$ cat config.mk
export PLATFORM = sky130hd
export DESIGN_NAME = zx_ports_top
export DESIGN_NICKNAME = d
export VERILOG_FILES = /design/src/design/zx_ports_pkg.sv /design/src/design/io_access_if.sv /design/src/design/io_bus_slave.sv /design/src/design/port_decoder.sv /design/src/design/xt_config_regs.sv /design/src/design/sd_card_port.sv /design/src/design/port_read_mux.sv /design/src/design/zx_ports_top.sv
export SDC_FILE = /design/constraint.sdc
export NUM_CORES = 1
export LEC_CHECK = 0
export BUFFER_PORTS_ARGS = -buffer_cell sky130_fd_sc_hd__buf_2
export CAP_MARGIN = 40
export CORE_ASPECT_RATIO = 0.5
export CORE_MARGIN = 2
export CORE_UTILIZATION = 52
export CTS_BUF_LIST = sky130_fd_sc_hd__clkbuf_4 sky130_fd_sc_hd__clkbuf_8 sky130_fd_sc_hd__clkbuf_16
export CTS_CLUSTER_DIAMETER = 50
export DETAILED_ROUTE_END_ITERATION = 12
export PLACE_DENSITY = 0.83
export SLEW_MARGIN = 20
export SYNTH_ARGS = -nofsm -noshare
export SYNTH_HDL_FRONTEND = slang
export SYNTH_HIERARCHICAL = 1
export SYNTH_SLANG_ARGS = --single-unit
$ cat constraint.sdc
create_clock -name clk -period 4 [get_ports clk]
set_clock_uncertainty 0.15 [all_clocks]
set_input_delay 1 -clock clk [delete_from_list [all_inputs] [get_ports clk]]
set_output_delay 1 -clock clk [all_outputs]
set_load 0.05 [all_outputs]
$ cat src/design/zx_ports_pkg.sv
// port addresses, extended register numbers, reset values and port select enum
`default_nettype none

package zx_ports_pkg;

	// bus widths
	localparam int ADDR_W = 16;
	localparam int DATA_W = 8;

	// low byte of the port address
	localparam logic [7:0] PORT_FE    = 8'hFE; // keyboard, tape
	localparam logic [7:0] PORT_FD    = 8'hFD; // 7FFD paging when a15 is clear
	localparam logic [7:0] PORT_XT    = 8'hAF; // extended config, reg number in high byte
	localparam logic [7:0] PORT_KJOY  = 8'h1F; // kempston joystick
	localparam logic [7:0] PORT_MOUSE = 8'hDF; // kempston mouse
	localparam logic [7:0] PORT_SDCFG = 8'h77; // sd chip select
	localparam logic [7:0] PORT_SDDAT = 8'h57; // sd spi data

	// extended register numbers, high byte of an AF access
	localparam logic [7:0] XT_XSTAT   = 8'h00; // status, power-up bit
	localparam logic [7:0] XT_RAMPAGE = 8'h10; // 10..13
	localparam logic [7:0] XT_FMADDR  = 8'h15;
	localparam logic [7:0] XT_SYSCONF = 8'h20;
	localparam logic [7:0] XT_MEMCONF = 8'h21;
	localparam logic [7:0] XT_IM2VECT = 8'h25;

	// register values after reset
	localparam logic [DATA_W-1:0] RST_MEMCONF  = 8'h04; // no rom map
	localparam logic [DATA_W-1:0] RST_IM2VECT  = 8'hFF;
	localparam logic [DATA_W-1:0] RST_RAMPAGE0 = 8'h00;
	localparam logic [DATA_W-1:0] RST_RAMPAGE1 = 8'h05;
	localparam logic [DATA_W-1:0] RST_RAMPAGE2 = 8'h02;
	localparam logic [DATA_W-1:0] RST_RAMPAGE3 = 8'h00;

	// decoded port of the current access
	typedef enum logic [3:0]
	{
		SEL_NONE,
		SEL_FE,
		SEL_7FFD,
		SEL_XT,
		SEL_KJOY,
		SEL_MOUSE,
		SEL_SDCFG,
		SEL_SDDAT
	} port_sel_e;

endpackage

`default_nettype wire

$ cat src/design/io_access_if.sv
// io_access_if: one latched port access with slave, decoder, reader and client modports
`timescale 1ns/1ps
`default_nettype none

interface io_access_if;

	logic                              stb;   // one cycle per access
	logic                              wr;
	logic [zx_ports_pkg::ADDR_W-1:0]   addr;
	logic [zx_ports_pkg::DATA_W-1:0]   wdata;
	zx_ports_pkg::port_sel_e           sel;
	logic [zx_ports_pkg::DATA_W-1:0]   rdata;

	modport slave   (output stb, wr, addr, wdata, input rdata);
	modport decoder (input addr, output sel);
	modport reader  (input stb, wr, addr, sel, output rdata);
	modport client  (input stb, wr, addr, wdata, sel);

endinterface

`default_nettype wire

$ cat src/design/io_bus_slave.sv
// io_bus_slave: four-phase req/ack handshake, request latching and access strobe
`timescale 1ns/1ps
`default_nettype none

module io_bus_slave
(
	input  wire                               clk,
	input  wire                               rst,

	input  wire                               io_req,
	input  wire                               io_wr,
	input  wire [zx_ports_pkg::ADDR_W-1:0]    io_addr,
	input  wire [zx_ports_pkg::DATA_W-1:0]    io_wdata,
	output logic                              io_ack,
	output logic [zx_ports_pkg::DATA_W-1:0]   io_rdata,

	io_access_if.slave                        acc
);

	// handshake phases
	localparam logic [1:0] PH_IDLE    = 2'd0;
	localparam logic [1:0] PH_STROBE  = 2'd1; // registers update at the end of this cycle
	localparam logic [1:0] PH_ACK     = 2'd2; // ack goes out on the next edge
	localparam logic [1:0] PH_RELEASE = 2'd3; // wait for req to drop

	logic [1:0] phase;

	assign acc.stb = (phase == PH_STROBE);

	always_ff @(posedge clk)
	begin
		if (rst)
		begin
			phase  <= PH_IDLE;
			io_ack <= 1'b0;
		end
		else
		begin
			case (phase)
			PH_IDLE:
				if (io_req)
					phase <= PH_STROBE;
			PH_STROBE:
				phase <= PH_ACK;
			PH_ACK:
			begin
				io_ack <= 1'b1;
				phase  <= PH_RELEASE;
			end
			default:
				if (!io_req)
				begin
					io_ack <= 1'b0; // master released, back to idle
					phase  <= PH_IDLE;
				end
			endcase
		end
	end

	// request fields and read data, held for the whole access
	always_ff @(posedge clk)
	begin
		if (phase == PH_IDLE && io_req)
		begin
			acc.wr    <= io_wr;
			acc.addr  <= io_addr;
			acc.wdata <= io_wdata;
		end
		if (phase == PH_STROBE)
			io_rdata <= acc.rdata; // same edge as register update
	end

endmodule

`default_nettype wire

$ cat src/design/port_decoder.sv
// port_decoder: latched address and dos flag to port select
`timescale 1ns/1ps
`default_nettype none

module port_decoder
(
	input  wire             dos,
	io_access_if.decoder    acc
);

	logic [7:0] loa;
	logic [7:0] hoa;

	assign loa = acc.addr[7:0];
	assign hoa = acc.addr[zx_ports_pkg::ADDR_W-1:8];

	always_comb
	begin
		acc.sel = zx_ports_pkg::SEL_NONE;
		case (loa)
		zx_ports_pkg::PORT_FE:
			acc.sel = zx_ports_pkg::SEL_FE;
		zx_ports_pkg::PORT_FD:
			if (!hoa[7]) // 7FFD only, xFFD is the AY
				acc.sel = zx_ports_pkg::SEL_7FFD;
		zx_ports_pkg::PORT_XT:
			acc.sel = zx_ports_pkg::SEL_XT;
		zx_ports_pkg::PORT_KJOY:
			// same address as the fdc command port inside dos
			if (!dos)
				acc.sel = zx_ports_pkg::SEL_KJOY;
		zx_ports_pkg::PORT_MOUSE:
			acc.sel = zx_ports_pkg::SEL_MOUSE;
		zx_ports_pkg::PORT_SDCFG:
			if (!dos)
				acc.sel = zx_ports_pkg::SEL_SDCFG;
		zx_ports_pkg::PORT_SDDAT:
			if (!dos)
				acc.sel = zx_ports_pkg::SEL_SDDAT;
		default:
			acc.sel = zx_ports_pkg::SEL_NONE;
		endcase
	end

endmodule

`default_nettype wire

$ cat src/design/xt_config_regs.sv
// xt_config_regs: extended config registers and 7FFD paging with 48K and 128K locks
`timescale 1ns/1ps
`default_nettype none

module xt_config_regs
#(
	parameter logic [zx_ports_pkg::DATA_W-1:0] RESET_SYSCONF = 8'h01 // turbo 7 MHz
)
(
	input  wire                               clk,
	input  wire                               rst,

	io_access_if.client                       acc,

	output logic [4*zx_ports_pkg::DATA_W-1:0] xt_page,
	output logic [4:0]                        fmaddr,
	output logic [zx_ports_pkg::DATA_W-1:0]   sysconf,
	output logic [zx_ports_pkg::DATA_W-1:0]   memconf,
	output logic [zx_ports_pkg::DATA_W-1:0]   im2vect
);

	logic [zx_ports_pkg::DATA_W-1:0] rampage [0:3];
	logic [7:0]                      hoa;
	logic                            lock48;   // set by 7FFD bit 5, only reset clears it
	logic                            lock128;
	logic                            xt_wr;
	logic                            p7ffd_wr;

	assign hoa     = acc.addr[zx_ports_pkg::ADDR_W-1:8];
	assign lock128 = memconf[6];

	assign xt_wr    = acc.stb && acc.wr && (acc.sel == zx_ports_pkg::SEL_XT);
	assign p7ffd_wr = acc.stb && acc.wr && (acc.sel == zx_ports_pkg::SEL_7FFD) && !lock48;

	assign xt_page = {rampage[3], rampage[2], rampage[1], rampage[0]};

	always_ff @(posedge clk)
	begin
		if (rst)
		begin
			lock48     <= 1'b0;
			fmaddr[4]  <= 1'b0; // fm off, low bits keep their value
			sysconf    <= RESET_SYSCONF;
			memconf    <= zx_ports_pkg::RST_MEMCONF;
			im2vect    <= zx_ports_pkg::RST_IM2VECT;
			rampage[0] <= zx_ports_pkg::RST_RAMPAGE0;
			rampage[1] <= zx_ports_pkg::RST_RAMPAGE1;
			rampage[2] <= zx_ports_pkg::RST_RAMPAGE2;
			rampage[3] <= zx_ports_pkg::RST_RAMPAGE3;
		end
		else if (p7ffd_wr)
		begin
			memconf[0] <= acc.wdata[4];            // rom select
			rampage[3] <= {3'b000, lock128 ? 2'b00 : acc.wdata[7:6], acc.wdata[2:0]};
			lock48     <= acc.wdata[5];
		end
		else if (xt_wr)
		begin
			if (hoa[7:2] == zx_ports_pkg::XT_RAMPAGE[7:2])
				rampage[hoa[1:0]] <= acc.wdata;
			case (hoa)
			zx_ports_pkg::XT_FMADDR:
				fmaddr <= acc.wdata[4:0];
			zx_ports_pkg::XT_SYSCONF:
				sysconf <= acc.wdata;
			zx_ports_pkg::XT_MEMCONF:
				memconf <= acc.wdata;
			zx_ports_pkg::XT_IM2VECT:
				im2vect <= acc.wdata;
			default:
				; // unknown numbers are ignored
			endcase
		end
	end

endmodule

`default_nettype wire

$ cat src/design/sd_card_port.sv
// sd_card_port: sd chip select register and spi start and data control
`timescale 1ns/1ps
`default_nettype none

module sd_card_port
(
	input  wire                               clk,
	input  wire                               rst,

	io_access_if.client                       acc,

	output logic                              sdcs_n,
	output logic                              sd_start,
	output logic [zx_ports_pkg::DATA_W-1:0]   sd_datain
);

	logic sdcfg_wr;

	assign sdcfg_wr = acc.stb && acc.wr && (acc.sel == zx_ports_pkg::SEL_SDCFG);

	always_ff @(posedge clk)
	begin
		if (rst)
			sdcs_n <= 1'b1; // card deselected
		else if (sdcfg_wr)
			sdcs_n <= acc.wdata[1];
	end

	// any data port access kicks one spi byte
	assign sd_start  = acc.stb && (acc.sel == zx_ports_pkg::SEL_SDDAT);
	// a read shifts out ones
	assign sd_datain = acc.wr ? acc.wdata : 8'hFF;

endmodule

`default_nettype wire

$ cat src/design/port_read_mux.sv
// port_read_mux: read data selection and the one-shot power-up status bit
`timescale 1ns/1ps
`default_nettype none

module port_read_mux
(
	input  wire                               clk,
	input  wire                               rst,

	io_access_if.reader                       acc,

	input  wire [4*zx_ports_pkg::DATA_W-1:0]  xt_page,
	input  wire                               tape_read,
	input  wire [4:0]                         keys_in,
	input  wire [4:0]                         kj_in,
	input  wire [7:0]                         mus_in,
	input  wire [zx_ports_pkg::DATA_W-1:0]    sd_dataout
);

	logic [7:0] hoa;
	logic       pwr_up;
	logic       xstat_rd;

	assign hoa      = acc.addr[zx_ports_pkg::ADDR_W-1:8];
	assign xstat_rd = acc.stb && !acc.wr && (acc.sel == zx_ports_pkg::SEL_XT)
		&& (hoa == zx_ports_pkg::XT_XSTAT);

	// the slave captures rdata at this same edge, so the first read still sees 1
	always_ff @(posedge clk)
	begin
		if (rst)
			pwr_up <= 1'b1;
		else if (xstat_rd)
			pwr_up <= 1'b0;
	end

	always_comb
	begin
		case (acc.sel)
		zx_ports_pkg::SEL_FE:
			acc.rdata = {1'b1, tape_read, 1'b0, keys_in};
		zx_ports_pkg::SEL_KJOY:
			acc.rdata = {3'b000, kj_in};
		zx_ports_pkg::SEL_MOUSE:
			acc.rdata = mus_in;
		zx_ports_pkg::SEL_SDCFG:
			acc.rdata = 8'h00; // card present, not write protected
		zx_ports_pkg::SEL_SDDAT:
			acc.rdata = sd_dataout;
		zx_ports_pkg::SEL_XT:
			if (hoa == zx_ports_pkg::XT_XSTAT)
				acc.rdata = {1'b0, pwr_up, 6'b000000};
			else if (hoa[7:2] == zx_ports_pkg::XT_RAMPAGE[7:2])
				acc.rdata = xt_page[{hoa[1:0], 3'b000} +: 8];
			else
				acc.rdata = 8'hFF;
		default:
			acc.rdata = 8'hFF; // 7FFD is write only
		endcase
	end

endmodule

`default_nettype wire

$ cat src/design/zx_ports_top.sv
// zx_ports_top: port block top level with plain bus and status ports
`timescale 1ns/1ps
`default_nettype none

module zx_ports_top
#(
	parameter logic [zx_ports_pkg::DATA_W-1:0] RESET_SYSCONF = 8'h01
)
(
	input  wire                               clk,
	input  wire                               rst,

	// bus master
	input  wire                               io_req,
	input  wire                               io_wr,
	input  wire [zx_ports_pkg::ADDR_W-1:0]    io_addr,
	input  wire [zx_ports_pkg::DATA_W-1:0]    io_wdata,
	output logic                              io_ack,
	output logic [zx_ports_pkg::DATA_W-1:0]   io_rdata,

	// status inputs
	input  wire                               dos,
	input  wire [4:0]                         keys_in,
	input  wire                               tape_read,
	input  wire [4:0]                         kj_in,
	input  wire [7:0]                         mus_in,
	input  wire [zx_ports_pkg::DATA_W-1:0]    sd_dataout,

	// configuration and sd control
	output logic [4*zx_ports_pkg::DATA_W-1:0] xt_page,
	output logic [4:0]                        fmaddr,
	output logic [zx_ports_pkg::DATA_W-1:0]   sysconf,
	output logic [zx_ports_pkg::DATA_W-1:0]   memconf,
	output logic [zx_ports_pkg::DATA_W-1:0]   im2vect,
	output logic                              sdcs_n,
	output logic                              sd_start,
	output logic [zx_ports_pkg::DATA_W-1:0]   sd_datain
);

	io_access_if acc ();

	io_bus_slave u_slave (.clk(clk), .rst(rst), .io_req(io_req), .io_wr(io_wr),
		.io_addr(io_addr), .io_wdata(io_wdata), .io_ack(io_ack), .io_rdata(io_rdata),
		.acc(acc.slave));

	port_decoder u_decoder (.dos(dos), .acc(acc.decoder));

	xt_config_regs #(.RESET_SYSCONF(RESET_SYSCONF)) u_xt_regs (.clk(clk), .rst(rst),
		.acc(acc.client), .xt_page(xt_page), .fmaddr(fmaddr), .sysconf(sysconf),
		.memconf(memconf), .im2vect(im2vect));

	sd_card_port u_sd (.clk(clk), .rst(rst), .acc(acc.client), .sdcs_n(sdcs_n),
		.sd_start(sd_start), .sd_datain(sd_datain));

	port_read_mux u_rmux (.clk(clk), .rst(rst), .acc(acc.reader), .xt_page(xt_page),
		.tape_read(tape_read), .keys_in(keys_in), .kj_in(kj_in), .mus_in(mus_in),
		.sd_dataout(sd_dataout));

endmodule

`default_nettype wire

==> impl_metrics.toml, run 1 <==
[status]
status = "finished, final reports clean"

[setup_path]
slowest_delay_ns = 0.26
arrival_ns = 2.26
path_cells = "buf_2, nor3_1, nand3_1, nand3_1, and4b_1, and2_2, buf_2"
startpoint_type = "primary input"
crit_buf_inv = 2
crit_fanout = 4
critPathCaptureType = "primary output"
cp.required_ns = 2.85
cpLargestDelayFamily = "simple AND/OR/NAND/NOR gates"
critPathKind = "in -> out"
crit_slowest_cell = "buf_2"

[clock_tree]
cts_buffers = 9
clk_latency_ns = 0.34
cts_max_level = 3
path_clk_slew_ns = 0.06
ctsResizeCount = 0
cts-root-buf = "clkbuf_16"
cts_hold_buffers = 0
cts_tree = "yes"
cts_buffer_depth = 2
cts_setup_buffers = 0
clock-sinks = 100

[detailed_routing]
met1Wirelength_mm = 5.32
dr.first_iter.drc_count = 307
highest_layer = "met4"
wl_met3_um = 820
viasPerCell = 5.58
dr.pass1.iters = 4
drt-total-wl_mm = 11.7
dr_wl_met2_mm = 5.48
drtAntennaViolNets = 0
drcViolationCount = 0
post_drt_wl_per_cell_um = 17.9
vias = 3649

[placement]
dp_hpwl_mm = 8.48
io_buffers = 135
place_inst = 638
gp_congestion = 0.866

[die]
die_h_um = 71.7
die_w_um = 139
die_area_mm2 = 0.00998
initial_core_util_pct = 54.1
core_mm2 = 0.00880
ioPinCount = 136
num_rows = 24

[power_and_ir_drop]
p_leak_nw = 2.32
power.density_mw_per_mm2 = 471
ir_drop_uv = 293

[timing]
slew_violations = 0
slew_headroom_pct = 44.1
min_period_over_period_pct = 85.1
finalSetupTns_ns = 0
fmax_mhz = 294
rsz0062_at_grt = "no"
tightest_slew_ns = 0.838
finalSetupViolations = 0
fin_crit_ns = 3.41
hold_viol = 0

[yosys]
synth_cell_type_count = 61
synth_nets = 454
synth_edf_count = 69
synthCells = 393
ys_ff_latch = 100
syn_area_per_cell_um2 = 12.1
synth_ff_type = "edfxtp_1"
syn_area_mm2 = 0.00476
yosysSeqAreaShare_pct = 56.6
async_reset_ff_share_pct = 0
yosysWarnings = 6

[cells_and_area]
final_cell_mix = "buf_2, edfxtp_1, nor2_1"
layoutNonFillerInstCount = 654
mostFrequentLayoutCell = "buf_2"
areaGrowthSynthToFinish_pct = 23.5
n_antenna_cell = 0
drive_above_1_share_pct = 34.1
nets = 593

[global_route]
grt_pass1_vias = 3500
antenna_found_initial = 0
grt_max_degree = 32
grt_pass1_wl_mm = 18.1
grt_overflow_total = 0
track_usage_pct = 23.5

[run]
maxCapViolations = 0

[hold_path]
hold_path.class = "reg -> reg"
[tightest hold or removal path: stages, from the launching register on]
cell	delay, ns
dfxtp_1	0.31
nand2_1	0.06
mux2i_1	0.05
[per-layer routing]
layer	global-route usage [%]	vias up
met1	32.0	1764
met4	6.73	0
met5	0	-
met2	38.3	148
li1	-	1723
met3	5.55	14
[power breakdown]
part           leakage [nW]  internal [mW]  switching, mW
combinational          1.28          0.188          0.334
clock                 0.150          0.505          0.366
sequential            0.894           1.23          0.151
[cell usage after synthesis, types with 3 or more instances]
cell,count,area [um2]
inv_1,10,37.5
mux4_2,3,67.6
and2_1,22,138
mux2i_1,32,320
dfxtp_1,31,621
nor3_1,4,20.0
nand3b_1,3,22.5
nor2b_1,8,50.1
edfxtp_1,69,2070
and3_1,6,37.5
a21oi_1,13,65.1
buf_4,3,22.5
o21ai_1,4,20.0
mux4_1,5,131
nand3_1,7,35.0
a2111oi_0,3,26.3
ha_1,5,62.6
nor4b_4,3,71.3
buf_2,4,20.0
o21ai_0,8,40.0
clkbuf_1,4,15.0
nand2b_1,18,113
nand2_1,28,105
nor2_1,45,169
nand4_1,7,43.8
[logic make-up (layout without fill, tap and decap cells)]
group                    count (synthesis)  after routing  share of synthesized area, %
other                                    1              1                        0.0788
buffers and inverters                   25            169                          2.65
flip-flops                             100            100                          56.6
adder cells (fa/ha/maj)                  5              5                          1.31
AO/OA/AOI/OAI                           46             46                          6.49
AND/OR/NAND/NOR                        176            176                          22.0
multiplexers                            40             40                          10.9
[area by class of cell]
class / instances / area, um2
fill: 653 / 2920
sequential: 100 / 2690
multi-input combinational: 268 / 1950
timing repair buffer: 143 / 743
clock buffer: 12 / 283
tap: 117 / 146
inverter: 10 / 37.5
clock inverter: 4 / 28.8
[stage by stage]
step                      hold WS [ns]  setup slack [ns]  total power, mW  cell area, um2  utilization (%)
after detailed placement         0.290             0.455             1.92            5570             63.3
after CTS                        0.306             0.587             2.78            5880             66.8
final                            0.319             0.594             2.77            5880             66.8
after floorplan                  0.276             0.382             1.73            4760                -
after global placement           0.287             0.565             1.89            5550             63.1
after global routing             0.330             0.506             2.88            5880             66.8
[final timing paths]
path / slack, ns / from / cells after the start / end
min reg2reg: 0.32 / u_xt_regs/sysconf[1] / 2 / u_xt_regs/sysconf[1]
max reg2reg: 1.03 / u_slave/acc.addr[7] / 8 / u_xt_regs/rampage[3][2]
max: 0.59 / dos / 7 / sd_start
min: 0.32 / u_xt_regs/sysconf[1] / 2 / u_xt_regs/sysconf[1]
[registers in the layout, indices dropped and copies added, names as in the netlist]
signal	cells
u_slave/acc.wdata	8
u_slave/io_rdata	8
u_slave/phase	2
u_rmux/pwr_up	1
u_xt_regs/im2vect	8
u_xt_regs/rampage	32
u_slave/io_ack	1
u_sd/sdcs_n	1
u_xt_regs/sysconf	8
u_xt_regs/lock48	1
u_xt_regs/fmaddr	5
u_xt_regs/memconf	8
u_slave/acc.addr	16
u_slave/acc.wr	1
(Power assumes the default switching activity.)
==> run 2, diff against run 1 <==
--- a/config.mk
+++ b/config.mk
@@ -7,7 +7,6 @@
 export LEC_CHECK = 0
 export BUFFER_PORTS_ARGS = -buffer_cell sky130_fd_sc_hd__buf_2
 export CAP_MARGIN = 40
-export CORE_ASPECT_RATIO = 0.5
 export CORE_MARGIN = 2
 export CORE_UTILIZATION = 52
 export CTS_BUF_LIST = sky130_fd_sc_hd__clkbuf_4 sky130_fd_sc_hd__clkbuf_8 sky130_fd_sc_hd__clkbuf_16
==> run 2 against run 1 <==
- count of clock-buffer cells in the layout is 1 lower
- first-iteration DRC count is 10% lower
- combinational power is 5.0% higher
- sequential cell count stayed put
- sequential power hardly changed
- clock power is 32% lower
- largest power group unchanged
- worst hold slack worse by 0.0031 ns
- wire length is 0.72% higher
- design area is 2.0% lower
- critical endpoint unchanged
- critical path type unchanged
- core utilization is 1.4 points lower
- critical path depth is 1 lower
- final cell count is 0.92% lower
==> impl_metrics.toml, run 2 (same netlist as run 1, synthesis figures left out) <==
[die]
die_w_um = 99.7
die_h_um = 99.7
core_mm2 = 0.00881
die_area_mm2 = 0.00993
num_rows = 34
ioPinCount = 136
initial_core_util_pct = 54.0

[global_route]
track_usage_pct = 24.2
grt_pass1_vias = 3655
grt_max_degree = 32
grt_pass1_wl_mm = 18.6
antenna_found_initial = 0
grt_overflow_total = 0

[timing]
hold_viol = 0
finalSetupTns_ns = 0
min_period_over_period_pct = 91.2
finalSetupViolations = 0
tightest_slew_ns = 0.722
fmax_mhz = 274
slew_violations = 0
fin_crit_ns = 3.65
rsz0062_at_grt = "no"
slew_headroom_pct = 51.5

[cells_and_area]
n_antenna_cell = 0
seqCellArea_mm2 = 0.00269
regMostFlops = "u_xt_regs/rampage"
mostFrequentLayoutCell = "buf_2"
top_regs = "u_xt_regs/rampage x32, u_slave/acc.addr x16"
areaGrowthSynthToFinish_pct = 21.1
nets = 596
fillCellCount = 667
final_cell_mix = "buf_2, edfxtp_1, nor2_1"
multiInputGateArea_mm2 = 0.00195
largest_reg_flops = 32
drive_above_1_share_pct = 34.6

[power_and_ir_drop]
p_clk_share_pct = 23.8
total_power_mw = 2.50
power.density_mw_per_mm2 = 434
power_frac_seq_pct = 54.3
power_frac_comb_pct = 21.9
p_sw_share_pct = 33.5
p_sw_mw = 0.838
p_leak_nw = 2.28
internal_power_mw = 1.66
ir_drop_uv = 281

[detailed_routing]
viasPerCell = 5.71
vias = 3700
dr.first_iter.drc_count = 276
drcViolationCount = 0
drt-total-wl_mm = 11.8
dr.pass1.iters = 6
drtAntennaViolNets = 0
post_drt_wl_per_cell_um = 18.2

[clock_tree]
clock-sinks = 100
cts_max_level = 3
path_clk_slew_ns = 0.09
clk_latency_ns = 0.37
ctsResizeCount = 0
cts_buffers = 9
cts-root-buf = "clkbuf_8"
cts_setup_buffers = 0
cts_hold_buffers = 0
cts_buffer_depth = 2
cts_tree = "yes"

[status]
status = "finished, final reports clean"

[placement]
gp_congestion = 0.932
dp_hpwl_mm = 8.64
io_buffers = 135

[setup_path]
cp.required_ns = 2.85
critPathKind = "in -> out"
arrival_ns = 2.50
crit_fanout = 7
startpoint_type = "primary input"
critPathCaptureType = "primary output"

[hold_path]
hold_path.class = "reg -> reg"

[run]
maxCapViolations = 0
==> run 2: power by group through the flow <==
stage	Clock, mW	Combinational, mW	Sequential [mW]
2_1_floorplan	0	0.353	1.37
3_3_place_gp	0	0.489	1.39
3_5_place_dp	0	0.523	1.39
4_1_cts	0.606	0.525	1.37
5_1_grt	0.640	0.590	1.37
6_report	0.595	0.547	1.36
==> run 2: cell type report <==
cell class	instances	area share [%]
Clock buffer	11	2.41
Clock inverter	5	0.651
Inverter	10	0.651
Multi-Input combinational cell	268	33.8
Sequential cell	100	46.7
Tap cell	108	2.34
Timing Repair Buffer	146	13.4
==> run 2: final timing paths <==
kind	start	endpoint	slack (ns)	cells after the start
min	u_xt_regs/sysconf[3]	u_xt_regs/sysconf[3]	0.32	2
max reg2reg	u_slave/acc.addr[7]	u_xt_regs/rampage[1][0]	1.04	8
max	dos	sd_start	0.35	6
min reg2reg	u_xt_regs/sysconf[3]	u_xt_regs/sysconf[3]	0.32	2
==> run 2: through the flow <==
step	hold WS (ns)	std cells	utilization, %	setup WS [ns]	instance area, um2
floorplan	0.276	393	-	0.382	4760
global placement	0.290	630	63.1	0.455	5560
detailed placement	0.297	631	63.3	0.346	5570
CTS	0.314	647	65.3	0.361	5750
global route	0.340	648	65.4	0.255	5760
finish	0.315	648	65.4	0.351	5760
==> run 2: worst max-delay path: stages <==
cell and delay (ns):
buf_2 0.11, nor3_1 0.21, nand3_1 0.17, o211ai_1 0.50
and2_2 0.25, buf_2 0.26
==> run 2: per-layer routing <==
layer  part of all wire (%)  vias up  wire (um)  GRT usage, %
li1                       -     1730          -             -
met1                     40     1740       4730          30.5
met2                     49      208       5810          41.4
met3                    9.3       22       1100          6.11
met4                    1.6        0        185          6.95
met5                      0        -          0             0
